`config.mk`:
```
export PLATFORM = sky130hd
export DESIGN_NAME = cpu_register_file
export DESIGN_NICKNAME = d
export VERILOG_FILES = /design/src/design/cpu_pkg.sv /design/src/design/cpu_register_file.sv
export SDC_FILE = /design/constraint.sdc
export NUM_CORES = 2
export LEC_CHECK = 0
export BUFFER_PORTS_ARGS = -buffer_cell sky130_fd_sc_hd__buf_2
export CAP_MARGIN = 10
export CORE_ASPECT_RATIO = 1.75
export CORE_UTILIZATION = 47
export DETAILED_ROUTE_END_ITERATION = 6
export GPL_TIMING_DRIVEN = 1
export PLACE_DENSITY = 0.73
export SLEW_MARGIN = 20
export SYNTH_ARGS = -nofsm -noshare
export SYNTH_HDL_FRONTEND = slang
export SYNTH_SLANG_ARGS = --single-unit
```
`constraint.sdc`:
```
create_clock -name i_clock -period 3.2 [get_ports i_clock]
set_clock_uncertainty 0.2 [all_clocks]
set_input_delay 0.64 -clock i_clock [delete_from_list [all_inputs] [get_ports i_clock]]
set_output_delay 0.64 -clock i_clock [all_outputs]
set_load 0.005 [all_outputs]
```
`src/design/cpu_pkg.sv`:
```
package cpu_pkg;

	localparam int XLEN = 32;
	localparam int TAG_WIDTH = 8;

	// major opcodes
	localparam logic [6:0] OPC_LUI = 7'b0110111;
	localparam logic [6:0] OPC_AUIPC = 7'b0010111;
	localparam logic [6:0] OPC_JAL = 7'b1101111;
	localparam logic [6:0] OPC_JALR = 7'b1100111;
	localparam logic [6:0] OPC_BRANCH = 7'b1100011;
	localparam logic [6:0] OPC_LOAD = 7'b0000011;
	localparam logic [6:0] OPC_STORE = 7'b0100011;
	localparam logic [6:0] OPC_OP_IMM = 7'b0010011;
	localparam logic [6:0] OPC_OP = 7'b0110011;

	// branch conditions
	localparam logic [2:0] F3_BEQ = 3'b000;
	localparam logic [2:0] F3_BNE = 3'b001;
	localparam logic [2:0] F3_BLT = 3'b100;
	localparam logic [2:0] F3_BGE = 3'b101;
	localparam logic [2:0] F3_BLTU = 3'b110;
	localparam logic [2:0] F3_BGEU = 3'b111;

	// load and store sizes
	localparam logic [2:0] F3_LB = 3'b000;
	localparam logic [2:0] F3_LH = 3'b001;
	localparam logic [2:0] F3_LW = 3'b010;
	localparam logic [2:0] F3_LBU = 3'b100;
	localparam logic [2:0] F3_LHU = 3'b101;
	localparam logic [2:0] F3_SB = 3'b000;
	localparam logic [2:0] F3_SH = 3'b001;
	localparam logic [2:0] F3_SW = 3'b010;

	// alu operations, bit 30 picks sub and sra
	localparam logic [2:0] F3_ADD = 3'b000;
	localparam logic [2:0] F3_SLL = 3'b001;
	localparam logic [2:0] F3_SLT = 3'b010;
	localparam logic [2:0] F3_SLTU = 3'b011;
	localparam logic [2:0] F3_XOR = 3'b100;
	localparam logic [2:0] F3_SR = 3'b101;
	localparam logic [2:0] F3_OR = 3'b110;
	localparam logic [2:0] F3_AND = 3'b111;

	// memory access width as a byte count
	typedef logic [2:0] mem_width_t;
	localparam mem_width_t MW_NONE = 3'd0;
	localparam mem_width_t MW_BYTE = 3'd1;
	localparam mem_width_t MW_HALF = 3'd2;
	localparam mem_width_t MW_WORD = 3'd4;

	////////////////////////////////////////////////////////////////////////////
	// instruction word formats

	typedef struct packed {
		logic [6:0] funct7;
		logic [4:0] rs2;
		logic [4:0] rs1;
		logic [2:0] funct3;
		logic [4:0] rd;
		logic [6:0] opcode;
	} r_fmt_t;

	typedef struct packed {
		logic [11:0] imm_11_0;
		logic [4:0] rs1;
		logic [2:0] funct3;
		logic [4:0] rd;
		logic [6:0] opcode;
	} i_fmt_t;

	typedef struct packed {
		logic [6:0] imm_11_5;
		logic [4:0] rs2;
		logic [4:0] rs1;
		logic [2:0] funct3;
		logic [4:0] imm_4_0;
		logic [6:0] opcode;
	} s_fmt_t;

	typedef struct packed {
		logic imm_12;
		logic [5:0] imm_10_5;
		logic [4:0] rs2;
		logic [4:0] rs1;
		logic [2:0] funct3;
		logic [3:0] imm_4_1;
		logic imm_11;
		logic [6:0] opcode;
	} b_fmt_t;

	typedef struct packed {
		logic [19:0] imm_31_12;
		logic [4:0] rd;
		logic [6:0] opcode;
	} u_fmt_t;

	typedef struct packed {
		logic imm_20;
		logic [9:0] imm_10_1;
		logic imm_11;
		logic [7:0] imm_19_12;
		logic [4:0] rd;
		logic [6:0] opcode;
	} j_fmt_t;

	typedef union packed {
		r_fmt_t r_fmt;
		i_fmt_t i_fmt;
		s_fmt_t s_fmt;
		b_fmt_t b_fmt;
		u_fmt_t u_fmt;
		j_fmt_t j_fmt;
	} inst_word_u;

endpackage

```
`src/design/cpu_register_file.sv`:
```
`timescale 1ns/100ps

module cpu_register_file (
	input logic i_clock,
	input logic i_rst,
	input logic [4:0] i_rs1_addr,
	input logic [4:0] i_rs2_addr,
	output logic [cpu_pkg::XLEN-1:0] o_rs1_data,
	output logic [cpu_pkg::XLEN-1:0] o_rs2_data,
	input logic i_wr_en,
	input logic [4:0] i_wr_addr,
	input logic [cpu_pkg::XLEN-1:0] i_wr_data
);

	// x0 has no storage
	logic [cpu_pkg::XLEN-1:0] regs [1:31];

	always_ff @(posedge i_clock) begin
		if (i_rst) begin
			for (int i = 1; i < 32; i++) begin
				regs[i] <= '0;
			end
		end else if (i_wr_en && i_wr_addr != 5'd0) begin
			regs[i_wr_addr] <= i_wr_data;
		end
	end

	assign o_rs1_data = (i_rs1_addr == 5'd0) ? '0 : regs[i_rs1_addr];
	assign o_rs2_data = (i_rs2_addr == 5'd0) ? '0 : regs[i_rs2_addr];

endmodule

```
==> results_dict.tcl <==
set metrics [dict create \
    hp-start "i_wr_data[19]" \
    grt_max_degree 33 \
    rsz0062_at_grt "yes" \
    io_pins 114 \
    ant_nets 0 \
    clk_path_buf_depth 3 \
    grt-ovfl-total 0 \
    vias 40250 \
    synthAdderAreaFrac 0 \
    n_fill_cell 8338 \
    seqPwrFrac 0.493 \
    hold_class "in2reg" \
    yosysSeqAreaShare 0.563 \
    antenna_found_initial 17 \
    die_h_microns 453 \
    seq_area_sq_um 30700 \
    intPower_mw 23.9 \
    yosys.area_share.simple 0.137 \
    critPathRequiredTime_ns 2.36 \
    synth_top_family_by_area "multiplexers" \
    p_leak_nw 24.1 \
    final_area_sq_um 67200 \
    first_iter_violations 6309 \
    period_share 1.09 \
    period_needed_ns 3.50 \
    clockPowerShare 0.345 \
    p_per_area_nw_per_um2 481 \
    die_area_sq_um 118000 \
    status "complete, but fails checks" \
    io_buffers 113 \
    grt_pass1_vias 40324 \
    grtUsageMet2 0.586 \
    tritoncts "yes" \
    finalSetupViolCount 47 \
    multi_input_area_sq_um 25000 \
    place_area_sq_um 59800 \
    syn_avg_cell_area_sq_um 14.5 \
    tightest_slew_ns 0.932 \
    crit_path_end_kind "output pin" \
    ys_seq_elements 1024 \
    grt_use_met3 0.106 \
    layout-drive-gt1-share 0.359 \
    grtUsageMet1 0.403 \
    p_switching_mw 8.39 \
    syn_to_final_growth_pct 22.9 \
    cts_root_buf "clkbuf_16" \
    synthFlopType "edfxtp_1" \
    cts.clk_slew.worst_paths_ns 0.06 \
    synth_compound_area_frac 0.0539 \
    hold_end "regs[0][19]" \
    drcViolationCount 0 \
    critPathKind "in2out" \
    routedWlPerCell_microns 38.4 \
    grt_util_all_layers 0.370 \
    violations "setup timing" \
    largest_register_ffs 1024 \
    peakVddDrop_v 0.000455 \
    place_congestion 0.977 \
    drtPass1Iterations 6 \
    drv_slew 0 \
    syn_inst 3765 \
    rows 165 \
    p_total_mw 32.3 \
    sw_frac_of_total 0.260 \
    slew_headroom 0.378 \
    async_flop_share 0 \
    critPathArrivalTime_ns 2.66 \
    holdBufCountCts 0 \
    mappedNetlistArea_sq_um 54600 \
    holdWs_ns 0.214 \
    layout.cells.non_filler 5689 \
    start_util 0.473 \
    synth_xor_area_frac 0 \
    utilization 0.582 \
    pwr-share-comb 0.161 \
    drt_wl_total_microns 218000 \
    holdPathStages 1 \
    layout.nets 4154 \
    busiest_layer "met2" \
    synth_mux_area_frac 0.213 \
    cts_buffers 88 \
    grt_pass1_wl_microns 299000 \
    worst_slack_ns -0.298 \
    hold_violations 0 \
    fmax_mhz 286 \
    dp_hpwl_microns 129000 \
    vias_per_cell 7.08 \
    maxCapViolations 0 \
    dp_cells 5440 \
    reg.largest.list "regs: 1024 flops" \
    cp_max_fo 7 \
    top_register "regs" \
    cts_max_level 3 \
    synth.distinct_cells 44 \
    chipWidth_microns 260 \
    synth_edf_count 1024 \
    core_sq_um 115000 \
    crit_path_start_kind "input pin" \
    clock_sinks 1024 \
    ys_warn_count 0 \
]
==> kinds of logic (layout without fill, tap and decap cells) <==
| kind of cell | after synthesis | count (layout) |
|---|---|---|
| flops | 1024 | 1024 |
| simple gates | 1213 | 1213 |
| other cells | 1 | 47 |
| compound gates | 407 | 407 |
| buf+inv | 408 | 783 |
| mux | 712 | 712 |
==> worst max-delay path by stage <==
stage | from | end | slack [ns] | cells past startpoint
after global routing | i_rs2_addr[0] | o_rs2_data[7] | -0.36 | 9
after CTS | regs[14][5] | o_rs2_data[5] | -0.24 | 6
final | i_rs2_addr[0] | o_rs2_data[29] | -0.30 | 9
after floorplan | i_rs2_addr[2] | o_rs2_data[5] | 0.07 | 7
after detailed placement | i_rs2_addr[0] | o_rs2_data[5] | -0.93 | 8
after global placement | i_rs2_addr[0] | o_rs2_data[5] | -0.83 | 8
==> metrics by stage <==
stage          worst slack [ns]  setup TNS (ns)
2_1_floorplan            0.0746               0
3_5_place_dp             -0.927          -24.80
4_1_cts                  -0.235           -6.24
3_3_place_gp             -0.825          -24.19
6_report                 -0.298           -6.19
5_1_grt                  -0.359           -7.26
==> layout make-up <==
cell class / count / area share
Sequential cell: 1024 / 0.458
Multi-Input combinational cell: 2364 / 0.373
Timing Repair Buffer: 625 / 0.0977
Clock buffer: 106 / 0.0347
Tap cell: 1503 / 0.0280
Clock inverter: 51 / 0.00803
Antenna cell: 15 / 0.000559
Inverter: 1 / 0.0000559
==> routing by layer <==
metal	routed length [microns]	part of all wire
met1	64400	0.29
met2	101000	0.46
met3	29000	0.13
met4	23400	0.11
met5	80	0.00037
==> timing repair <==
action                     4_1_cts  5_1_grt
pin swaps                      105       93
setup endpoints to repair       64       59
cloned                          20        3
setup buffers                   54       32
resized for setup              436      209
==> critical path, cell delays in order <==
cell and delay (ns):
buf_16 0.15, buf_16 0.18, buf_4 0.14, mux4_2 0.51, a22o_4 0.28, a2111oi_4 0.35, buf_4 0.20, nor3_4 0.04
buf_2 0.14
==> placed cells by master, fill, tap and decap left out, types with 25 or more instances in the layout <==
| cell type | n |
|---|---|
| edfxtp_1 | 1024 |
| and2_1 | 993 |
| mux4_2 | 356 |
| mux2i_1 | 318 |
| buf_4 | 317 |
| buf_2 | 104 |
| clkbuf_16 | 94 |
| a22oi_1 | 91 |
| buf_12 | 82 |
| buf_6 | 68 |
| a2111oi_4 | 46 |
| a21oi_1 | 39 |
| a211oi_2 | 38 |
| nor2b_1 | 36 |
| o22ai_1 | 35 |
| nor2_4 | 34 |
| a22o_1 | 34 |
| conb_1 | 32 |
| or2_2 | 31 |
| buf_16 | 29 |
| nor4_4 | 25 |
==> synthesized netlist by cell type (all sizes together) (2+ instances only) <==
cell	number	area (sq um)
a2111oi	55	522
a22oi	104	781
a21oi	56	280
or2	32	200
nor2b	56	350
nand2b	3	18.8
mux2	34	383
o21ai	36	180
nor3	26	130
mux4	356	8020
and2	995	6220
a221o	2	20.0
nand2	6	22.5
a221oi	4	35.0
nor2	37	139
or3	2	12.5
mux2i	322	3220
nand3b	5	37.5
buf	104	682
nand3	4	20.0
a22o	51	447
and3	3	18.8
or3b	3	26.3
edfxtp	1024	30700
nor4	33	206
clkbuf	303	1140
nor4b	3	32.5
o22ai	51	319
a211oi	47	353
==> power groups by stage <==
stage	registers [mW]	logic [mW]	clock network, mW
final	15.9	5.20	11.2
after global routing	16.0	5.28	11.6
after CTS	15.9	4.79	11.1
after detailed placement	16.2	4.16	0
after global placement	16.1	4.11	0
after floorplan	16.0	2.33	0
(Power assumes the default switching activity.)
