### src/design/cpu_pkg.sv
package cpu_pkg;

	localparam int XLEN = 32;
	localparam int TAG_WIDTH = 8;

	// major opcodes
	localparam logic [6:0] OPC_LUI = 7'b0110111;
	localparam logic [6:0] OPC_AUIPC = 7'b0010111;
	localparam logic [6:0] OPC_JAL = 7'b1101111;
	localparam logic [6:0] OPC_JALR = 7'b1100111;
	localparam logic [6:0] OPC_BRANCH = 7'b1100011;
	localparam logic [6:0] OPC_LOAD = 7'b0000011;
	localparam logic [6:0] OPC_STORE = 7'b0100011;
	localparam logic [6:0] OPC_OP_IMM = 7'b0010011;
	localparam logic [6:0] OPC_OP = 7'b0110011;

	// branch conditions
	localparam logic [2:0] F3_BEQ = 3'b000;
	localparam logic [2:0] F3_BNE = 3'b001;
	localparam logic [2:0] F3_BLT = 3'b100;
	localparam logic [2:0] F3_BGE = 3'b101;
	localparam logic [2:0] F3_BLTU = 3'b110;
	localparam logic [2:0] F3_BGEU = 3'b111;

	// load and store sizes
	localparam logic [2:0] F3_LB = 3'b000;
	localparam logic [2:0] F3_LH = 3'b001;
	localparam logic [2:0] F3_LW = 3'b010;
	localparam logic [2:0] F3_LBU = 3'b100;
	localparam logic [2:0] F3_LHU = 3'b101;
	localparam logic [2:0] F3_SB = 3'b000;
	localparam logic [2:0] F3_SH = 3'b001;
	localparam logic [2:0] F3_SW = 3'b010;

	// alu operations, bit 30 picks sub and sra
	localparam logic [2:0] F3_ADD = 3'b000;
	localparam logic [2:0] F3_SLL = 3'b001;
	localparam logic [2:0] F3_SLT = 3'b010;
	localparam logic [2:0] F3_SLTU = 3'b011;
	localparam logic [2:0] F3_XOR = 3'b100;
	localparam logic [2:0] F3_SR = 3'b101;
	localparam logic [2:0] F3_OR = 3'b110;
	localparam logic [2:0] F3_AND = 3'b111;

	// memory access width as a byte count
	typedef logic [2:0] mem_width_t;
	localparam mem_width_t MW_NONE = 3'd0;
	localparam mem_width_t MW_BYTE = 3'd1;
	localparam mem_width_t MW_HALF = 3'd2;
	localparam mem_width_t MW_WORD = 3'd4;

	////////////////////////////////////////////////////////////////////////////
	// instruction word formats

	typedef struct packed {
		logic [6:0] funct7;
		logic [4:0] rs2;
		logic [4:0] rs1;
		logic [2:0] funct3;
		logic [4:0] rd;
		logic [6:0] opcode;
	} r_fmt_t;

	typedef struct packed {
		logic [11:0] imm_11_0;
		logic [4:0] rs1;
		logic [2:0] funct3;
		logic [4:0] rd;
		logic [6:0] opcode;
	} i_fmt_t;

	typedef struct packed {
		logic [6:0] imm_11_5;
		logic [4:0] rs2;
		logic [4:0] rs1;
		logic [2:0] funct3;
		logic [4:0] imm_4_0;
		logic [6:0] opcode;
	} s_fmt_t;

	typedef struct packed {
		logic imm_12;
		logic [5:0] imm_10_5;
		logic [4:0] rs2;
		logic [4:0] rs1;
		logic [2:0] funct3;
		logic [3:0] imm_4_1;
		logic imm_11;
		logic [6:0] opcode;
	} b_fmt_t;

	typedef struct packed {
		logic [19:0] imm_31_12;
		logic [4:0] rd;
		logic [6:0] opcode;
	} u_fmt_t;

	typedef struct packed {
		logic imm_20;
		logic [9:0] imm_10_1;
		logic imm_11;
		logic [7:0] imm_19_12;
		logic [4:0] rd;
		logic [6:0] opcode;
	} j_fmt_t;

	typedef union packed {
		r_fmt_t r_fmt;
		i_fmt_t i_fmt;
		s_fmt_t s_fmt;
		b_fmt_t b_fmt;
		u_fmt_t u_fmt;
		j_fmt_t j_fmt;
	} inst_word_u;

endpackage

### src/design/cpu_execute.sv
`timescale 1ns/100ps

module cpu_execute (
	input logic i_clock,
	input logic i_rst,
	input logic i_stall,

	input logic [cpu_pkg::TAG_WIDTH-1:0] i_tag,
	input logic [cpu_pkg::XLEN-1:0] i_pc,
	input logic [cpu_pkg::XLEN-1:0] i_instruction,
	input logic [cpu_pkg::XLEN-1:0] i_rs1,
	input logic [cpu_pkg::XLEN-1:0] i_rs2,
	input logic [4:0] i_inst_rd,
	input logic [cpu_pkg::XLEN-1:0] i_imm,
	input logic i_branch,

	output logic [cpu_pkg::TAG_WIDTH-1:0] o_tag,
	output logic [4:0] o_inst_rd,
	output logic [4:0] o_load_rd,
	output logic [cpu_pkg::XLEN-1:0] o_rd,

	output logic o_branch,
	output logic [cpu_pkg::XLEN-1:0] o_pc_next,

	output logic o_mem_read,
	output logic o_mem_write,
	output cpu_pkg::mem_width_t o_mem_width,
	output logic o_mem_signed,
	output logic [cpu_pkg::XLEN-1:0] o_mem_address
);

	logic [6:0] opcode;
	logic [2:0] funct3;
	logic alt;
	logic [cpu_pkg::XLEN-1:0] alu_b;
	logic [cpu_pkg::XLEN-1:0] sra_value;
	logic [cpu_pkg::XLEN-1:0] alu_result;
	logic [cpu_pkg::XLEN-1:0] addr_sum;
	logic [cpu_pkg::XLEN-1:0] pc_imm;
	logic [cpu_pkg::XLEN-1:0] pc_plus4;
	logic eq;
	logic lt;
	logic ltu;
	logic taken;

	assign opcode = i_instruction[6:0];
	assign funct3 = i_instruction[14:12];
	assign alt = i_instruction[30];

	////////////////////////////////////////////////////////////////////////////
	// alu and compare

	assign alu_b = (opcode == cpu_pkg::OPC_OP) ? i_rs2 : i_imm;
	assign sra_value = $signed(i_rs1) >>> alu_b[4:0];

	always_comb begin
		case (funct3)
			cpu_pkg::F3_ADD: begin
				// addi never subtracts
				alu_result = (opcode == cpu_pkg::OPC_OP && alt) ? i_rs1 - alu_b : i_rs1 + alu_b;
			end
			cpu_pkg::F3_SLL: alu_result = i_rs1 << alu_b[4:0];
			cpu_pkg::F3_SLT: alu_result = {31'b0, $signed(i_rs1) < $signed(alu_b)};
			cpu_pkg::F3_SLTU: alu_result = {31'b0, i_rs1 < alu_b};
			cpu_pkg::F3_XOR: alu_result = i_rs1 ^ alu_b;
			cpu_pkg::F3_SR: alu_result = alt ? sra_value : i_rs1 >> alu_b[4:0];
			cpu_pkg::F3_OR: alu_result = i_rs1 | alu_b;
			cpu_pkg::F3_AND: alu_result = i_rs1 & alu_b;
			default: alu_result = '0;
		endcase
	end

	assign eq = (i_rs1 == i_rs2);
	assign lt = ($signed(i_rs1) < $signed(i_rs2));
	assign ltu = (i_rs1 < i_rs2);

	always_comb begin
		case (funct3)
			cpu_pkg::F3_BEQ: taken = eq;
			cpu_pkg::F3_BNE: taken = !eq;
			cpu_pkg::F3_BLT: taken = lt;
			cpu_pkg::F3_BGE: taken = !lt;
			cpu_pkg::F3_BLTU: taken = ltu;
			cpu_pkg::F3_BGEU: taken = !ltu;
			default: taken = 1'b0;
		endcase
	end

	assign addr_sum = i_rs1 + i_imm;
	assign pc_imm = i_pc + i_imm;
	assign pc_plus4 = i_pc + 32'd4;

	////////////////////////////////////////////////////////////////////////////
	// stage register, acts once per new tag

	always_ff @(posedge i_clock) begin
		if (i_rst) begin
			o_tag <= '0;
			o_inst_rd <= '0;
			o_branch <= 1'b0;
			o_mem_read <= 1'b0;
			o_mem_write <= 1'b0;
		end else if (!i_stall && i_tag != o_tag) begin
			o_branch <= i_branch;
			o_pc_next <= pc_plus4;
			o_mem_read <= 1'b0;
			o_mem_write <= 1'b0;
			o_mem_width <= cpu_pkg::MW_NONE;
			o_mem_signed <= 1'b0;
			o_mem_address <= addr_sum;
			o_inst_rd <= i_inst_rd;
			o_rd <= alu_result;

			case (opcode)
				cpu_pkg::OPC_LUI: o_rd <= i_imm;
				cpu_pkg::OPC_AUIPC: o_rd <= pc_imm;
				cpu_pkg::OPC_JAL: begin
					o_rd <= pc_plus4;
					o_pc_next <= pc_imm;
				end
				cpu_pkg::OPC_JALR: begin
					o_rd <= pc_plus4;
					o_pc_next <= {addr_sum[31:1], 1'b0};
				end
				cpu_pkg::OPC_BRANCH: begin
					if (taken) begin
						o_pc_next <= pc_imm;
					end
				end
				cpu_pkg::OPC_LOAD: begin
					// hide the load from forwarding, its rd rides on o_load_rd
					o_mem_read <= 1'b1;
					o_inst_rd <= 5'd0;
					o_load_rd <= i_inst_rd;
					case (funct3)
						cpu_pkg::F3_LB: begin
							o_mem_width <= cpu_pkg::MW_BYTE;
							o_mem_signed <= 1'b1;
						end
						cpu_pkg::F3_LBU: o_mem_width <= cpu_pkg::MW_BYTE;
						cpu_pkg::F3_LH: begin
							o_mem_width <= cpu_pkg::MW_HALF;
							o_mem_signed <= 1'b1;
						end
						cpu_pkg::F3_LHU: o_mem_width <= cpu_pkg::MW_HALF;
						cpu_pkg::F3_LW: o_mem_width <= cpu_pkg::MW_WORD;
						default: begin
						end
					endcase
				end
				cpu_pkg::OPC_STORE: begin
					o_mem_write <= 1'b1;
					o_rd <= i_rs2;
					case (funct3)
						cpu_pkg::F3_SB: o_mem_width <= cpu_pkg::MW_BYTE;
						cpu_pkg::F3_SH: o_mem_width <= cpu_pkg::MW_HALF;
						cpu_pkg::F3_SW: o_mem_width <= cpu_pkg::MW_WORD;
						default: begin
						end
					endcase
				end
				default: begin
				end
			endcase

			o_tag <= i_tag;
		end
	end

endmodule

### config.mk
export PLATFORM = sky130hd
export DESIGN_NAME = cpu_execute
export DESIGN_NICKNAME = d
export VERILOG_FILES = /design/src/design/cpu_pkg.sv /design/src/design/cpu_execute.sv
export SDC_FILE = /design/constraint.sdc
export NUM_CORES = 1
export LEC_CHECK = 0
export BUFFER_PORTS_ARGS = -buffer_cell sky130_fd_sc_hd__buf_2
export CORE_UTILIZATION = 35
export DETAILED_ROUTE_END_ITERATION = 12
export HOLD_SLACK_MARGIN = 0.05
export PLACE_DENSITY = 0.6
export SKIP_CTS_REPAIR_TIMING = 1
export SLEW_MARGIN = 20
export SYNTH_ARGS = -nofsm -noshare
export SYNTH_HDL_FRONTEND = slang
export SYNTH_SLANG_ARGS = --single-unit
### constraint.sdc
create_clock -name i_clock -period 5.7 [get_ports i_clock]
set_clock_uncertainty 0.05 [all_clocks]
set_input_delay 0.285 -clock i_clock [delete_from_list [all_inputs] [get_ports i_clock]]
set_output_delay 0.285 -clock i_clock [all_outputs]
set_load 0.05 [all_outputs]
==> reports/metrics.yaml <==
status: "completed"
antenna_left: 0
track_usage_pct: 32.81
cp-start-kind: "input pin"
final_layout_size_suffix_gt1_share_pct: 14.97
cts.sinks: 121
path_clk_slew_ns: 0.06
avgRoutedWirePerCell_um: 26.75
mostFrequentLayoutCells: "buf_2 (276), a21oi_1 (261), nor2_1 (242)"
ctsHtreeMaxLevel: 4
synth.largest_area_cell: "edfxtp_1"
critPathMaxFanout: 66
avgSynthCellArea_sq_um: 7.328
syn_inst: 2750
synthFlopType: "edfxtp_1"
wirelength_um: 100300
power_leakage_nw: 9.935
power_density_nw_per_um2: 185.7
ioPinCount: 298
io_buffers: 276
p_sw_share_pct: 44.78
drv_cap: 0
pwr-share-comb_pct: 49.9
crit_required_ns: 5.95
max_freq_mhz: 208.0
layout.nets: 3344
cp_data_arrival_time_ns: 5.05
overflow: 0
crit_path_cell_trace: "buf_2, and3b_1, nand2_2, buf_12, nor2_1, a21o_1, inv_1, ha_1, or4_1, nor4_1, o221ai_2, a2111oi_1, o211ai_1, a21o_1, a21o_1, a21boi_0"
grt_pass1_wl_um: 143600
viasPerCell: 6.391
insertion_delay_ns: 0.49
seqPwrFrac_pct: 24.4
crit_slowest_cell: "a2111oi_1"
dieWidth_um: 242.0
fin_crit_sh_pct: 84.35
area_growth_syn_to_layout_pct: 15.33
num_rows: 87
syn_area_sq_um: 20150
cts_buffers: 17
design.core.area_sq_um: 56600
gp_congestion: 1.085
layout_commonest_cell: "buf_2"
grt_pass1_vias: 21619
endpoint_kind: "flip-flop"
cp_top_family: "compound AO/OA/AOI/OAI gates"
hold_path.class: "input pin to flip-flop"
synth_top_area_share_pct: 15.65
antenna_cells: 0
critPathBufInv: 3
setup_slack_ns: 0.8919
maxSlewViolCount: 0
setup_violations: 0
ys_seq_area_share_pct: 17.24
max_stage_delay_ns: 0.88
final_hold_viol_count: 0
vias: 23958
place_ws_ns: 0.3844
drtPass1Iterations: 7
cts_max_path_buffers: 2
synth_cell_types: 89
worst_slew_margin_rel_pct: 27.64
clock-root-buffer: "clkbuf_16"
drt_iter0_drc: 3560
worstSetupPathType: "input pin to flip-flop"
worst_pin_slew_ns: 1.084
drc_errors: 0
ys_seq_elements: 121
p_clk_share_pct: 25.7
dp_hpwl_um: 79080
start_util_pct: 35.60
synth_edf_count: 105
ys_top_cells_by_area: "edfxtp_1 (16%), ha_1 (11%), a21oi_1 (6.5%)"
power_switching_mw: 1.933
tns_ns: 0
fp.dieH_um: 242.0
async_reset_ff_share_pct: 0
cp_common_cell: "a21o_1"
dieArea_sq_um: 58540
antenna_found_initial: 7
vdd_drop_max_mv: 0.2158
p_int_mw: 2.383
synth_nets: 3114
ys.warnings.count: 0
grt_max_degree: 75
min_period_ns: 4.808
rsz0062_at_grt: "false"
cts_tree: "done"
power by group through the flow:
stage | Combinational (mW) | Sequential (mW) | Clock [mW]
3_3_place_gp | 2.07 | 1.07 | 0
5_1_grt | 2.27 | 1.06 | 1.16
3_5_place_dp | 2.06 | 1.07 | 0
2_1_floorplan | 1.19 | 1.25 | 0
6_report | 2.15 | 1.05 | 1.11
4_1_cts | 2.07 | 1.06 | 1.14
tightest hold or removal path, cell delays in order:
cell	delay, ns
buf_2	0.09
mux2i_1	0.06
nor2_1	0.08
final cells by class:
| cell class | count | area (sq um) |
|---|---|---|
| clock inverters | 12 | 107.6 |
| repair buffers | 376 | 2187 |
| clock buffers | 20 | 479.2 |
| fillers | 5954 | 33360 |
| flip-flops and latches | 121 | 3473 |
| well taps | 756 | 945.9 |
| inverters | 167 | 626.9 |
| multi-input cells | 2297 | 15420 |
path summary, 6_finish.rpt:
kind	cells after the start	endpoint	slack, ns	startpoint
max	16	o_rd[26]$_DFFE_PP_	0.89	i_instruction[4]
min	3	o_tag[7]$_SDFFE_PP0P_	0.02	i_tag[7]
max reg2reg	5	o_rd[8]$_DFFE_PP_	2.74	o_tag[6]$_SDFFE_PP0P_
min reg2reg	2	o_inst_rd[1]$_SDFFE_PP0P_	0.42	o_inst_rd[1]$_SDFFE_PP0P_
Yosys cell counts (16+ instances only):
| cell type | n |
|---|---|
| nand2_1 | 232 |
| o21ai_0 | 198 |
| a21o_1 | 65 |
| a21oi_1 | 262 |
| nor2b_1 | 18 |
| edfxtp_1 | 105 |
| or3_1 | 18 |
| o221ai_1 | 19 |
| buf_1 | 17 |
| ha_1 | 184 |
| nand3_1 | 102 |
| xnor2_1 | 64 |
| a22oi_1 | 25 |
| xor2_1 | 52 |
| o21a_1 | 16 |
| clkbuf_1 | 111 |
| nor3_1 | 75 |
| nor2_1 | 247 |
| o211ai_1 | 41 |
| mux2i_1 | 111 |
| nand2b_1 | 39 |
| a31oi_1 | 38 |
| inv_1 | 162 |
| and3_1 | 27 |
| dfxtp_1 | 16 |
| a211oi_1 | 108 |
| a221oi_1 | 36 |
| a311oi_1 | 16 |
| buf_2 | 30 |
| o21bai_1 | 27 |
| nor4_1 | 24 |
| nand4_1 | 31 |
state kept, by name, indices dropped and copies added (netlist names):
register	count
o_mem_width	3
o_mem_read	1
o_branch	1
o_mem_write	1
o_mem_signed	1
o_rd	32
o_pc_next	32
o_mem_address	32
o_tag	8
o_inst_rd	5
o_load_rd	5
per-stage QoR:
stage / area (sq um) / total power [mW] / util, % / hold WS [ns] / std cells
final: 23240 / 4.316 / 41.06 / 0.01886 / 3749
after global routing: 23240 / 4.493 / 41.06 / 0.06600 / 3749
after CTS: 23110 / 4.261 / 40.83 / -0.09889 / 3737
after detailed placement: 22530 / 3.129 / 39.79 / 0.4109 / 3705
after global placement: 22530 / 3.140 / 39.79 / 0.4043 / 3705
after floorplan: 20150 / 2.444 / - / 0.3339 / 2750
logic make-up (layout without fill, tap and decap cells):
kind of cell    after synthesis  count (layout)  synth area share (%)
compound gates             1011            1011                 33.14
flops                       121             121                 17.24
mux                         126             126                 6.352
fa+ha+maj                   187             187                 11.72
buf+inv                     332             575                 6.538
simple gates                857             857                 19.97
xor+xnor                    116             116                 5.042
metal layers:
metal  track usage, %  vias to the layer above  wire [um]
met5                0                        -         34
met4            15.49                        6       4791
met3            7.699                      287      11720
met2            49.53                     1648      42750
met1            43.88                    11189      40990
li1                 -                    10828          -
Power figures use the tool's default switching activity.
