`src/design/cpu_pkg.sv`:
```
package cpu_pkg;

	localparam int XLEN = 32;
	localparam int TAG_WIDTH = 8;

	// major opcodes
	localparam logic [6:0] OPC_LUI = 7'b0110111;
	localparam logic [6:0] OPC_AUIPC = 7'b0010111;
	localparam logic [6:0] OPC_JAL = 7'b1101111;
	localparam logic [6:0] OPC_JALR = 7'b1100111;
	localparam logic [6:0] OPC_BRANCH = 7'b1100011;
	localparam logic [6:0] OPC_LOAD = 7'b0000011;
	localparam logic [6:0] OPC_STORE = 7'b0100011;
	localparam logic [6:0] OPC_OP_IMM = 7'b0010011;
	localparam logic [6:0] OPC_OP = 7'b0110011;

	// branch conditions
	localparam logic [2:0] F3_BEQ = 3'b000;
	localparam logic [2:0] F3_BNE = 3'b001;
	localparam logic [2:0] F3_BLT = 3'b100;
	localparam logic [2:0] F3_BGE = 3'b101;
	localparam logic [2:0] F3_BLTU = 3'b110;
	localparam logic [2:0] F3_BGEU = 3'b111;

	// load and store sizes
	localparam logic [2:0] F3_LB = 3'b000;
	localparam logic [2:0] F3_LH = 3'b001;
	localparam logic [2:0] F3_LW = 3'b010;
	localparam logic [2:0] F3_LBU = 3'b100;
	localparam logic [2:0] F3_LHU = 3'b101;
	localparam logic [2:0] F3_SB = 3'b000;
	localparam logic [2:0] F3_SH = 3'b001;
	localparam logic [2:0] F3_SW = 3'b010;

	// alu operations, bit 30 picks sub and sra
	localparam logic [2:0] F3_ADD = 3'b000;
	localparam logic [2:0] F3_SLL = 3'b001;
	localparam logic [2:0] F3_SLT = 3'b010;
	localparam logic [2:0] F3_SLTU = 3'b011;
	localparam logic [2:0] F3_XOR = 3'b100;
	localparam logic [2:0] F3_SR = 3'b101;
	localparam logic [2:0] F3_OR = 3'b110;
	localparam logic [2:0] F3_AND = 3'b111;

	// memory access width as a byte count
	typedef logic [2:0] mem_width_t;
	localparam mem_width_t MW_NONE = 3'd0;
	localparam mem_width_t MW_BYTE = 3'd1;
	localparam mem_width_t MW_HALF = 3'd2;
	localparam mem_width_t MW_WORD = 3'd4;

	////////////////////////////////////////////////////////////////////////////
	// instruction word formats

	typedef struct packed {
		logic [6:0] funct7;
		logic [4:0] rs2;
		logic [4:0] rs1;
		logic [2:0] funct3;
		logic [4:0] rd;
		logic [6:0] opcode;
	} r_fmt_t;

	typedef struct packed {
		logic [11:0] imm_11_0;
		logic [4:0] rs1;
		logic [2:0] funct3;
		logic [4:0] rd;
		logic [6:0] opcode;
	} i_fmt_t;

	typedef struct packed {
		logic [6:0] imm_11_5;
		logic [4:0] rs2;
		logic [4:0] rs1;
		logic [2:0] funct3;
		logic [4:0] imm_4_0;
		logic [6:0] opcode;
	} s_fmt_t;

	typedef struct packed {
		logic imm_12;
		logic [5:0] imm_10_5;
		logic [4:0] rs2;
		logic [4:0] rs1;
		logic [2:0] funct3;
		logic [3:0] imm_4_1;
		logic imm_11;
		logic [6:0] opcode;
	} b_fmt_t;

	typedef struct packed {
		logic [19:0] imm_31_12;
		logic [4:0] rd;
		logic [6:0] opcode;
	} u_fmt_t;

	typedef struct packed {
		logic imm_20;
		logic [9:0] imm_10_1;
		logic imm_11;
		logic [7:0] imm_19_12;
		logic [4:0] rd;
		logic [6:0] opcode;
	} j_fmt_t;

	typedef union packed {
		r_fmt_t r_fmt;
		i_fmt_t i_fmt;
		s_fmt_t s_fmt;
		b_fmt_t b_fmt;
		u_fmt_t u_fmt;
		j_fmt_t j_fmt;
	} inst_word_u;

endpackage

```
`src/design/cpu_decode.sv`:
```
`timescale 1ns/100ps

module cpu_decode (
	input logic i_clock,
	input logic i_rst,
	input logic i_stall,

	// from fetch
	input logic [cpu_pkg::TAG_WIDTH-1:0] i_tag,
	input logic [cpu_pkg::XLEN-1:0] i_pc,
	input logic [cpu_pkg::XLEN-1:0] i_instruction,
	output logic o_fetch_ready,

	// register file
	output logic [4:0] o_rs1_addr,
	output logic [4:0] o_rs2_addr,
	input logic [cpu_pkg::XLEN-1:0] i_rs1_data,
	input logic [cpu_pkg::XLEN-1:0] i_rs2_data,

	// forwarding sources
	input logic [4:0] i_ex_rd,
	input logic [cpu_pkg::XLEN-1:0] i_ex_value,
	input logic i_wb_valid,
	input logic [4:0] i_wb_rd,
	input logic [cpu_pkg::XLEN-1:0] i_wb_data,

	// to execute
	output logic [cpu_pkg::TAG_WIDTH-1:0] o_tag,
	output logic [cpu_pkg::XLEN-1:0] o_pc,
	output logic [cpu_pkg::XLEN-1:0] o_instruction,
	output logic [cpu_pkg::XLEN-1:0] o_rs1,
	output logic [cpu_pkg::XLEN-1:0] o_rs2,
	output logic [4:0] o_inst_rd,
	output logic [cpu_pkg::XLEN-1:0] o_imm,
	output logic o_branch
);

	cpu_pkg::inst_word_u in_word;
	cpu_pkg::inst_word_u held_word;
	logic [6:0] opcode;
	logic [cpu_pkg::XLEN-1:0] imm;
	logic uses_rs1;
	logic uses_rs2;
	logic writes_rd;
	logic is_branch;
	logic new_inst;
	logic hazard;
	logic take;
	logic load_pending;
	logic [4:0] load_rd;

	assign in_word = i_instruction;
	assign held_word = o_instruction;
	assign opcode = in_word.r_fmt.opcode;

	////////////////////////////////////////////////////////////////////////////
	// format decode and immediate

	always_comb begin
		imm = '0;
		uses_rs1 = 1'b0;
		uses_rs2 = 1'b0;
		writes_rd = 1'b0;
		is_branch = 1'b0;
		case (opcode)
			cpu_pkg::OPC_LUI, cpu_pkg::OPC_AUIPC: begin
				imm = {in_word.u_fmt.imm_31_12, 12'b0};
				writes_rd = 1'b1;
			end
			cpu_pkg::OPC_JAL: begin
				imm = {{11{in_word.j_fmt.imm_20}}, in_word.j_fmt.imm_20,
					in_word.j_fmt.imm_19_12, in_word.j_fmt.imm_11,
					in_word.j_fmt.imm_10_1, 1'b0};
				writes_rd = 1'b1;
				is_branch = 1'b1;
			end
			cpu_pkg::OPC_JALR, cpu_pkg::OPC_LOAD, cpu_pkg::OPC_OP_IMM: begin
				imm = {{20{in_word.i_fmt.imm_11_0[11]}}, in_word.i_fmt.imm_11_0};
				uses_rs1 = 1'b1;
				writes_rd = 1'b1;
				is_branch = (opcode == cpu_pkg::OPC_JALR);
			end
			cpu_pkg::OPC_BRANCH: begin
				imm = {{19{in_word.b_fmt.imm_12}}, in_word.b_fmt.imm_12,
					in_word.b_fmt.imm_11, in_word.b_fmt.imm_10_5,
					in_word.b_fmt.imm_4_1, 1'b0};
				uses_rs1 = 1'b1;
				uses_rs2 = 1'b1;
				is_branch = 1'b1;
			end
			cpu_pkg::OPC_STORE: begin
				imm = {{20{in_word.s_fmt.imm_11_5[6]}}, in_word.s_fmt.imm_11_5,
					in_word.s_fmt.imm_4_0};
				uses_rs1 = 1'b1;
				uses_rs2 = 1'b1;
			end
			cpu_pkg::OPC_OP: begin
				uses_rs1 = 1'b1;
				uses_rs2 = 1'b1;
				writes_rd = 1'b1;
			end
			default: begin
			end
		endcase
	end

	// load result only shows up on writeback two stages later
	assign new_inst = (i_tag != o_tag);
	assign hazard = load_pending && new_inst &&
		((uses_rs1 && in_word.r_fmt.rs1 == load_rd) ||
		(uses_rs2 && in_word.r_fmt.rs2 == load_rd));
	assign o_fetch_ready = !hazard;
	assign take = o_fetch_ready && !i_stall && new_inst;

	always_ff @(posedge i_clock) begin
		if (i_rst) begin
			o_tag <= '0;
			o_inst_rd <= '0;
			o_branch <= 1'b0;
			load_pending <= 1'b0;
		end else if (!i_stall) begin
			load_pending <= take && opcode == cpu_pkg::OPC_LOAD &&
				in_word.r_fmt.rd != 5'd0;
			if (take) begin
				o_tag <= i_tag;
				o_pc <= i_pc;
				o_instruction <= i_instruction;
				o_imm <= imm;
				o_inst_rd <= writes_rd ? in_word.r_fmt.rd : 5'd0;
				o_branch <= is_branch;
				load_rd <= in_word.r_fmt.rd;
			end
		end
	end

	////////////////////////////////////////////////////////////////////////////
	// operand read with forwarding, execute first

	assign o_rs1_addr = held_word.r_fmt.rs1;
	assign o_rs2_addr = held_word.r_fmt.rs2;

	function automatic logic [cpu_pkg::XLEN-1:0] forward(input logic [4:0] addr,
			input logic [cpu_pkg::XLEN-1:0] rf_value);
		if (addr != 5'd0 && addr == i_ex_rd) begin
			return i_ex_value;
		end else if (addr != 5'd0 && i_wb_valid && addr == i_wb_rd) begin
			return i_wb_data;
		end
		return rf_value;
	endfunction

	always_comb begin
		o_rs1 = forward(o_rs1_addr, i_rs1_data);
		o_rs2 = forward(o_rs2_addr, i_rs2_data);
	end

endmodule

```
`config.mk`:
```
export PLATFORM = sky130hd
export DESIGN_NAME = cpu_decode
export DESIGN_NICKNAME = d
export VERILOG_FILES = /design/src/design/cpu_pkg.sv /design/src/design/cpu_decode.sv
export SDC_FILE = /design/constraint.sdc
export NUM_CORES = 1
export LEC_CHECK = 0
export ABC_AREA = 1
export BUFFER_PORTS_ARGS = -buffer_cell sky130_fd_sc_hd__buf_2
export CAP_MARGIN = 20
export CORE_ASPECT_RATIO = 0.7
export CORE_MARGIN = 10
export CORE_UTILIZATION = 25
export CTS_CLUSTER_DIAMETER = 50
export DETAILED_ROUTE_END_ITERATION = 10
export GPL_TIMING_DRIVEN = 0
export PLACE_DENSITY = 0.58
export SLEW_MARGIN = 20
export SYNTH_ARGS = -nofsm -noshare
export SYNTH_HDL_FRONTEND = slang
export SYNTH_SLANG_ARGS = --single-unit
```
`constraint.sdc`:
```
create_clock -name i_clock -period 5.35 [get_ports i_clock]
set_input_delay 0.2675 -clock i_clock [delete_from_list [all_inputs] [get_ports i_clock]]
set_output_delay 0.2675 -clock i_clock [all_outputs]
set_load 0.005 [all_outputs]
```
==> results by group, run 1 <==
Placed design
  – Place WS: 2680 ps
  – IO buf count: 398
  – GPL Wtd Cong: 0.909
  – Dpl hpwl: 24.4 mm

Cells and area
  – Most frequent cells in the layout: 414 x buf_2, 279 x nand2_1, 96 x edfxtp_1
  – Commonest non-fill, non-tap cell in the layout: buf_2
  – Fill cells: 2,671
  – FF+latch area: 3180 µm²
  – Syn-to-layout area delta: 43.6%
  – Share of layout cells above drive strength 1: 38.4%
  – Footprint of the multi-input gates: 2570 µm²
  – Nets@finish: 1,430

Global routing
  – First-pass GRT wire length: 43.0 mm
  – Largest net degree at the start of global routing: 29
  – Antenna violations before repair: 4
  – Total track usage: 17.2%
  – Vias in the first global route: 6,833
  – Global route total overflow: 0

Job
  – Max-Cap Viols: 0

Setup path
  – Critical-path top delay cell: clkbuf_1
  – Crit path cell chain: nor4_1, nor3_1, nand4_1, clkbuf_1, nand3_1, nand2_1, buf_2
  – Crit-path max FO: 10
  – CP startpoint kind: flop
  – Worst R2R Start: o_tag[2]
  – Crit path largest cell delay: 560 ps
  – Buf/Inv on CP: 2
  – CP required: 5080 ps
  – Worst Path Arrival: 2680 ps
  – Worst setup EP type: output port
  – Crit path kind: flop to output port
  – Cell family with most CP delay: simple AND/OR/NAND/NOR gates
  – Critical Path Source: o_instruction[15]

Clock network
  – CTS Buf Count: 9
  – CTS-repair resized insts: 0
  – Clock sink count: 111
  – Setup Buffers After CTS: 0
  – H-tree depth: 3
  – CTS tree: done
  – CTS clock-pin slew for the worst setup and hold paths: 70 ps
  – Clk buf depth: 2
  – Clock Latency Late Sink: 350 ps
  – CTS Hold Bufs: 0
  – Root Buffer: clkbuf_16

Timing
  – Minimum clock period: 2950 ps
  – Period utilization: 55.1%
  – Final worst slack: 2400 ps
  – Final Hold Fails: 0
  – Worst slew margin: 43.0%
  – RSZ-0062 raised after global routing: false
  – TNS Setup: 0 ps
  – Clock Skews: 6.65 ps
  – Actual slew at the worst max-slew pin: 850 ps
  – Final setup violation count: 0
  – Slew Limit Fails: 0
  – Fmax: 339 MHz
  – Hold slack: 90.8 ps

Yosys
  – Mean Syn Cell Area: 7.91 µm²
  – Fraction of registers with async set/reset: 0%
  – Yosys synthesis warning count: 0
  – Number of flops mapped to enable cells by yosys: 96
  – Cell Area, Synth: 6350 µm²
  – #FFs+latches synth: 111
  – Synthesized Nets: 1,017
  – Ys flop type: edfxtp_1
  – Sequential area share after synthesis: 50.1%
  – Synth Instances: 803
  – Library cells used by synthesis: 35

Power
  – Leak pwr: 4.74 nW
  – Max rail drop VDD: 0.155 mV
  – Pwr dens: 223 nW/µm²
  – Total power: 2.04 mW

Floorplan
  – Die Wd: 211 µm
  – Die height: 153 µm
  – Site Rows: 48
  – Die area: 32,300 µm²
  – Core Region: 24,900 µm²
  – Initial Util: 25.6%
  – I/O pins: 399

Routing
  – Remaining antenna violation count: 0
  – Pre-Repair DR Iteration Count: 5
  – Via Count: 6,985
  – Routed WL per cell: 18.6 µm
  – # DRC: 0
  – Post-Route WL: 28.8 mm
  – Starting DRT DRC Count: 530
  – Vias/cell: 4.51

Worst hold path
  – HP Start: i_pc[3]
  – Worst hold path type: input pin to flop

Run status
  – Status: finished, final reports clean
[cell type report]
cell class | instances | area share [%]
flip-flops and latches | 111 | 34.9
multi-input cells | 558 | 28.2
repair buffers | 402 | 22.9
well taps | 325 | 4.46
inverters | 85 | 3.50
plain buffers | 49 | 3.14
clock buffers | 11 | 2.55
clock inverters | 5 | 0.343
diodes | 3 | 0.0823
[stage by stage]
step                      util (%)  instance area (µm²)  instances
after floorplan                  -                 6350        803
after global placement        35.2                 8750       1526
after detailed placement      35.6                 8850       1530
after CTS                     36.7                 9120       1546
after global routing          36.7                 9130       1549
final                         36.7                 9130       1549
[cells in the mapped netlist (all sizes together), types with 10 or more instances]
library cell	number	area share, %
nor2	41	2.8
nand3	83	6.7
dfxtp	15	4.7
a21oi	16	1.3
nor3	10	0.87
clkbuf	15	0.89
o21ai	79	6.2
xor2	18	2.5
edfxtp	96	45
inv	85	5.0
nand2	290	18
buf	34	3.6
[layer usage]
layer | GRT usage [%] | vias to the layer above | wire [µm]
met5 | 0 | - | 0
met4 | 4.40 | 0 | 512
met3 | 4.04 | 31 | 2040
met2 | 27.6 | 252 | 13700
met1 | 22.7 | 3258 | 12600
li1 | - | 3444 | -
[flip-flops by register name, summed over array words and instances (netlist names)]
signal / cells
o_imm: 32
o_instruction: 32
o_pc: 32
o_branch: 1
o_tag: 8
load_pending: 1
o_inst_rd: 5
[power breakdown]
| part | switching, mW | internal (mW) | leakage (nW) | total [mW] |
|---|---|---|---|---|
| combinational | 0.224 | 0.187 | 3.62 | 0.411 |
| sequential | 0.0226 | 0.985 | 0.991 | 1.01 |
| clock | 0.301 | 0.316 | 0.128 | 0.617 |
| total | 0.547 | 1.49 | 4.74 | 2.04 |
[kinds of logic after synthesis]
logic type,share of synthesized area [%]
flip-flops,50.1
AO/OA/AOI/OAI,8.80
AND/OR/NAND/NOR,28.5
XOR/XNOR,3.03
buffers and inverters,9.53
[worst register-to-register path, stage by stage, from the launching register on]
cell,delay [ps]
dfxtp_1,390
inv_1,60
nand2_1,50
nand2_1,50
nor2_1,110
nand2_1,60
nor2_1,230
nor2_1,120
nand3_4,170
nand2_2,110
nor2_4,240
buf_12,230
buf_16,200
buf_12,210
[final timing paths]
path                            slack, ps           endpoint  cells after the start
worst max-delay path                 2400          o_rs1[26]                      7
worst min-delay path                   90            o_pc[3]                      1
worst max register to register       2830  o_instruction[28]                     13
worst min register to register        480       load_pending                      2
Note: power is estimated with default switching activity, not from simulation.
==> run 2, diff against run 1 <==
--- a/config.mk
+++ b/config.mk
@@ -14,7 +14,7 @@
 export CTS_CLUSTER_DIAMETER = 50
 export DETAILED_ROUTE_END_ITERATION = 10
 export GPL_TIMING_DRIVEN = 0
-export PLACE_DENSITY = 0.58
+export PLACE_DENSITY = 0.6
 export SLEW_MARGIN = 20
 export SYNTH_ARGS = -nofsm -noshare
 export SYNTH_HDL_FRONTEND = slang
==> constraint.sdc (replaced) <==
create_clock -name i_clock -period 2.4 [get_ports i_clock]
set_input_delay 0.12 -clock i_clock [delete_from_list [all_inputs] [get_ports i_clock]]
set_output_delay 0.12 -clock i_clock [all_outputs]
set_load 0.005 [all_outputs]
==> run 2 against run 1 <==
Against the previous run: the flow now finishes with violations (setup timing); die area stayed put; via count is 6.8% higher; register-to-register slack worse by 2500 ps; utilization is 5.1 points higher; first-iteration DRC count is 9.8% higher; total power is 140% higher; critical path depth is 3 higher; sequential share of layout area is 4.1 points lower; global-route usage is 0.89 points higher; count of clock-buffer cells in the layout is 1 lower; clock power is 140% higher; critical path type unchanged; largest cell class is now buffers.
==> results by group, run 2 (same netlist as run 1, synthesis figures left out) <==
Run status
  – Status: finished with violations
  – Failing checks: setup timing

Global routing
  – First-pass GRT wire length: 44.9 mm (+4.5%)
  – Largest net degree at the start of global routing: 27 (-6.9%)
  – Antenna violations before repair: 6 (+2)
  – Total track usage: 18.1% (+0.89 points)
  – Global route total overflow: 0 (unchanged)
  – Vias in the first global route: 7,315 (+7.1%)

Floorplan
  – Site Rows: 48 (unchanged)
  – I/O pins: 399 (unchanged)
  – Core Region: 24,900 µm² (unchanged)
  – Initial Util: 25.6% (unchanged)
  – Die height: 153 µm (unchanged)
  – Die Wd: 211 µm (unchanged)
  – Die area: 32,300 µm² (unchanged)

Cells and area
  – Commonest non-fill, non-tap cell in the layout: buf_2
  – Finished Core Util: 41.8% (+5.1 points)
  – FF+latch area: 3190 µm² (+0.31%)
  – Nets@finish: 1,514 (+5.9%)
  – Share of layout cells above drive strength 1: 43.2% (+4.8 points)
  – Fill cells: 2,555 (-4.3%)
  – Syn-to-layout area delta: 63.4%
  – Footprint of the multi-input gates: 2770 µm² (+7.6%)
  – Most frequent cells in the layout: 400 x buf_2, 262 x nand2_1, 96 x edfxtp_1
  – Top flop regs: o_imm: 32 flops, o_instruction: 32 flops, o_pc: 32 flops

Clock network
  – H-tree depth: 3 (unchanged)
  – Clock sink count: 111 (unchanged)
  – Clk buf depth: 2 (unchanged)
  – CTS clock-pin slew for the worst setup and hold paths: 70 ps (about the same)
  – CTS Buf Count: 9 (unchanged)
  – Clock Latency Late Sink: 350 ps (about the same)
  – Root Buffer: clkbuf_16
  – CTS tree: done

Routing
  – Remaining antenna violation count: 0 (unchanged)
  – Pre-Repair DR Iteration Count: 7 (+2)
  – Vias/cell: 4.57 (+1.3%)
  – Routed WL per cell: 19.2 µm (+3.4%)
  – Via Count: 7,459 (+6.8%)
  – # DRC: 0 (unchanged)
  – Starting DRT DRC Count: 582 (+9.8%)
  – Post-Route WL: 31.4 mm (+9.0%)

Timing
  – Final worst slack: -2.43 ps (-2400 ps)
  – Fmax: 416 MHz
  – RSZ-0062 raised after global routing: true
  – Slew Limit Fails: 0 (unchanged)
  – Actual slew at the worst max-slew pin: 535 ps (-314 ps)
  – Minimum clock period: 2400 ps
  – Worst slew margin: 64.3% (+21 points)
  – Final Hold Fails: 0 (unchanged)
  – Hold slack: 5.71 ps (-85.0 ps)
  – TNS Setup: -2.45 ps (-2.45 ps)
  – Final setup violation count: 2 (+2)
  – Period utilization: 100%
  – Clock Skews: 8.76 ps (+2.12 ps)

Worst hold path
  – Hold Path Depth: 1 (unchanged)
  – Hold Path End: o_instruction[17]
  – Worst hold path type: input pin to flop
  – HP Start: i_instruction[17]

Setup path
  – Buf/Inv on CP: 4 (+2)
  – Crit path kind: flop to output port
  – CP startpoint kind: flop
  – Worst R2R Setup Slack: 370 ps (-2460 ps)
  – R2R depth: 12 (-1)
  – Worst R2R Start: o_instruction[7]
  – Reg2reg end: o_instruction[17]
  – Crit path cell chain: buf_6, xor2_1, nor3_2, nand2_4, buf_8, clkbuf_16, o21ai_1, nand2_1, nand2_1, buf_2
  – Cell family with most CP delay: buffers and inverters
  – Cell mode on critical path: nand2_1
  – Critical-path top delay cell: edfxtp_1
  – Crit-path max FO: 8 (-2)
  – CP required: 2280 ps (-2800 ps)
  – Worst Path Arrival: 2280 ps (-400 ps)
  – Worst setup EP type: output port
  – Crit path largest cell delay: 500 ps (-60 ps)

Power
  – Sw frac: 27.1% (+0.25 points)
  – Clock power frac: 30.9% (+0.6 points)
  – Sw Pwr: 1.32 mW (+140%)
  – Max rail drop VDD: 0.349 mV (+130%)
  – P_int: 3.55 mW (+140%)
  – Leak pwr: 5.30 nW (+12%)
  – Reg power frac: 46.2% (-3.3 points)
  – Pwr dens: 469 nW/µm² (+110%)
  – Combinational Power Share: 22.9% (+2.7 points)

Placed design
  – Dpl hpwl: 25.1 mm (+2.6%)
  – IO buf count: 398 (unchanged)
  – GPL Wtd Cong: 0.939 (+3.3%)
  – Place WS: -98.0 ps (-2780 ps)

Job
  – Max-Cap Viols: 0 (unchanged)
-- run 2: changes by cell type in the layout (fill, tap and decap cells not counted), sizes merged --
cell	before	now
clkbuf	26	22
dlygate4sd3	0	50
diode	3	4
bufinv	0	1
buf	436	473
clkinv	2	1
-- run 2: final cells by class --
type	instances	area share [%]
Timing Repair Buffer	489	28.9
Multi-Input combinational cell	558	26.7
Tap cell	325	3.92
Clock inverter	5	0.554
Buffer	46	3.86
Sequential cell	111	30.8
Clock buffer	10	2.21
Inverter	85	3.07
Antenna cell	4	0.0964
-- run 2: power by group through the flow --
stage	registers [mW]	logic [mW]	clock network, mW
after floorplan	2.30	0.374	0
after global placement	2.30	0.900	0
after detailed placement	2.29	0.930	0
after CTS	2.24	1.04	1.53
after global routing	2.26	1.23	1.59
final	2.25	1.12	1.51
-- run 2: per-layer routing --
layer	vias to the layer above	wire, µm	global-route usage (%)
li1	3613	-	-
met1	3487	13500	23.4
met2	305	14800	28.9
met3	50	2420	4.94
met4	4	755	5.19
met5	-	19	0
-- run 2: worst max path at each step --
stage | start | endpoint | slack (ps) | depth (start not counted)
floorplan | o_tag[5] | o_imm[0] | -460 | 10
global placement | i_instruction[1] | o_instruction[18] | -1360 | 12
detailed placement | i_instruction[1] | o_instruction[18] | -100 | 14
CTS | o_instruction[22] | o_rs2[24] | 2 | 8
global route | o_instruction[23] | o_rs2[29] | -130 | 10
finish | o_instruction[23] | o_rs2[1] | -2 | 10
-- run 2: metrics by stage --
stage	cells	cell area (µm²)	total power, mW
after floorplan	803	6380	2.67
after global placement	1526	8780	3.20
after detailed placement	1530	8870	3.22
after CTS	1614	9900	4.81
after global routing	1633	10400	5.07
final	1633	10400	4.87
-- run 2: what timing repair did --
item	in CTS	in global routing
setup buffers	21	11
setup endpoints to repair	107	116
resized for setup	33	122
pin swaps	9	23
hold endpoints to repair	50	0
hold buffers	50	0
cloned	1	5
==> run 3, diff against run 2 <==
--- a/config.mk
+++ b/config.mk
@@ -19,3 +19,4 @@
 export SYNTH_ARGS = -nofsm -noshare
 export SYNTH_HDL_FRONTEND = slang
 export SYNTH_SLANG_ARGS = --single-unit
+export TNS_END_PERCENT = 10
==> run 3 against run 2 <==
Against the previous run: the run now ends clean; flip-flop and latch count is the same; fmax rose by 0.16%; non-clock buffer count fell by 2; wire length down 2.8%; sequential power barely moved; cell count is essentially flat; critical endpoint is now o_rs2[26]; die area is the same; via count decreased by 0.40%; count of clock-buffer cells in the layout up 1; utilization shrank 0.72 points; global-route usage down 0.29 points; sequential share of layout area is 0.54 points higher.
==> results by group, run 3 (same netlist as run 1, synthesis figures left out) <==
Setup path
  – CP startpoint kind: flop
  – Buf/Inv on CP: 3 (-1)
  – Worst setup EP type: output port
  – Crit-path max FO: 10 (+2)
  – Cell family with most CP delay: simple AND/OR/NAND/NOR gates
  – Crit path cell chain: nand3b_1, nor3_2, nor3_1, nand2_2, buf_8, buf_8, nand2_1, o21ai_0, nand2_1, nand2_2, buf_2
  – Crit path kind: flop to output port
  – Critical-path top delay cell: edfxtp_1
  – Worst Path Arrival: 2280 ps (about the same)
  – Crit path largest cell delay: 510 ps (about the same)
  – CP required: 2280 ps (about the same)

Placed design
  – Dpl hpwl: 25.1 mm (+0.37%)
  – Placed inst area: 8890 µm² (+0.17%)
  – IO buf count: 398 (unchanged)
  – Place WS: -210 ps (-112 ps)
  – GPL Wtd Cong: 0.871 (-7.3%)

Floorplan
  – Core Region: 24,900 µm² (unchanged)
  – I/O pins: 399 (unchanged)
  – Site Rows: 48 (unchanged)
  – Die area: 32,300 µm² (unchanged)
  – Die height: 153 µm (unchanged)
  – Die Wd: 211 µm (unchanged)
  – Initial Util: 25.6% (unchanged)

Clock network
  – H-tree depth: 3 (unchanged)
  – Root Buffer: clkbuf_16
  – Clock sink count: 111 (unchanged)
  – CTS tree: done
  – Clock Latency Late Sink: 360 ps (about the same)
  – CTS clock-pin slew for the worst setup and hold paths: 70 ps (about the same)
  – CTS Buf Count: 9 (unchanged)
  – Clk buf depth: 2 (unchanged)

Power
  – Max rail drop VDD: 0.369 mV (+5.6%)
  – Total power: 4.72 mW (-3.1%)
  – Leak pwr: 5.21 nW (-1.5%)
  – Pwr dens: 462 nW/µm² (-1.4%)

Cells and area
  – Fill cells: 2,565 (+0.39%)
  – Footprint of the multi-input gates: 2680 µm² (-3.3%)
  – FF+latch area: 3190 µm² (unchanged)
  – Final Cell Area: 10,200 µm² (-1.7%)
  – Syn-to-layout area delta: 60.5%
  – Top flop regs: o_imm: 32 flops, o_instruction: 32 flops, o_pc: 32 flops
  – Share of layout cells above drive strength 1: 41.2% (-2.0 points)
  – Nets@finish: 1,512 (-0.13%)
  – Most frequent cells in the layout: 397 x buf_2, 272 x nand2_1, 96 x edfxtp_1
  – Finished Core Util: 41.0% (-0.72 points)
  – Commonest non-fill, non-tap cell in the layout: buf_2

Routing
  – Vias/cell: 4.55 (-0.34%)
  – Via Count: 7,429 (-0.40%)
  – # DRC: 0 (unchanged)
  – Post-Route WL: 30.5 mm (-2.8%)
  – Remaining antenna violation count: 0 (unchanged)
  – Pre-Repair DR Iteration Count: 5 (-2)
  – Starting DRT DRC Count: 607 (+4.3%)
  – Routed WL per cell: 18.7 µm (-2.8%)

Timing
  – Final setup violation count: 0 (-2)
  – Period utilization: 99.9% (-0.16 points)
  – Minimum clock period: 2400 ps (-3.89 ps)
  – Actual slew at the worst max-slew pin: 840 ps (+305 ps)
  – Clock Skews: 10.7 ps (+1.89 ps)
  – Slew Limit Fails: 0 (unchanged)
  – RSZ-0062 raised after global routing: true
  – Fmax: 417 MHz (+0.16%)
  – Final Hold Fails: 0 (unchanged)
  – Worst slew margin: 43.6% (-21 points)
  – Final worst slack: 1.46 ps (+3.89 ps)
  – Hold slack: 8.84 ps (+3.12 ps)

Global routing
  – Antenna violations before repair: 5 (-1)
  – Total track usage: 17.8% (-0.29 points)
  – Vias in the first global route: 7,251 (-0.87%)
  – First-pass GRT wire length: 44.3 mm (-1.3%)
  – Global route total overflow: 0 (unchanged)
  – Largest net degree at the start of global routing: 26 (-3.7%)

Worst hold path
  – Worst hold path type: input pin to flop

Job
  – Max-Cap Viols: 0 (unchanged)

Run status
  – Status: finished, final reports clean
-- run 3: cell count changes in the layout (fill, tap and decap cells not counted), moves of 2 or more --
cell | before | now
nor3_1 | 4 | 6
o21ai_2 | 9 | 3
xor2_2 | 2 | 0
nand2_1 | 262 | 272
clkbuf_4 | 3 | 5
clkinv_1 | 0 | 2
o21ai_0 | 45 | 55
xor2_1 | 16 | 18
dlygate4sd3_1 | 50 | 52
buf_2 | 400 | 397
buf_4 | 44 | 46
nand2_2 | 23 | 14
clkbuf_16 | 14 | 11
o21ai_1 | 25 | 21
-- run 3: cell type report --
class | instances | share of cell area (%)
clock buffer | 11 | 2.28
antenna | 4 | 0.0981
timing repair buffer | 484 | 28.5
multi-input combinational | 558 | 26.2
inverter | 85 | 3.13
buffer | 49 | 4.17
sequential | 111 | 31.3
clock inverter | 5 | 0.319
tap | 325 | 3.99
-- run 3: path summary, 6_finish.rpt --
| kind | start | to | slack [ps] | cells after the start |
|---|---|---|---|---|
| setup / recovery | o_instruction[20] | o_rs2[26] | 1 | 11 |
| setup reg to reg | o_instruction[10] | o_instruction[12] | 200 | 10 |
| hold reg to reg | load_pending | load_pending | 480 | 2 |
| hold / removal | i_instruction[20] | o_instruction[20] | 9 | 1 |
-- run 3: through the flow --
step	instances	TNS (ps)
floorplan	803	-44240
global placement	1526	-130080
detailed placement	1530	-4800
CTS	1615	-224
global route	1632	-2180
finish	1632	0
-- run 3: per-layer routing --
layer	routed length [µm]	global-route usage, %
met5	18	0
met4	401	3.75
met1	13200	23.1
met2	14900	29.5
met3	2050	4.11
-- run 3: power by group --
group / switching (mW) / internal, mW
Combinational: 0.553 / 0.527
Clock: 0.684 / 0.707
Sequential: 0.0459 / 2.20
-- run 3: what timing repair did --
| item | in CTS | in global routing |
|---|---|---|
| buffers inserted | 17 | 11 |
| endpoints found under the hold margin | 52 | 0 |
| hold buffers | 52 | 0 |
| resized for setup | 35 | 91 |
| setup endpoints to repair | 106 | 110 |
| pin swaps | 7 | 17 |
| cloned | 0 | 2 |
-- run 3: worst register-to-register path, cell delays in order, from the launching register on --
cell and delay (ps):
edfxtp_1 470, xor2_1 170, nor2_1 60, nand3_1 120, nand2_1 140, nand3_4 140
nand2_4 70, nor2_4 130, clkbuf_16 220, buf_16 210, buf_16 180
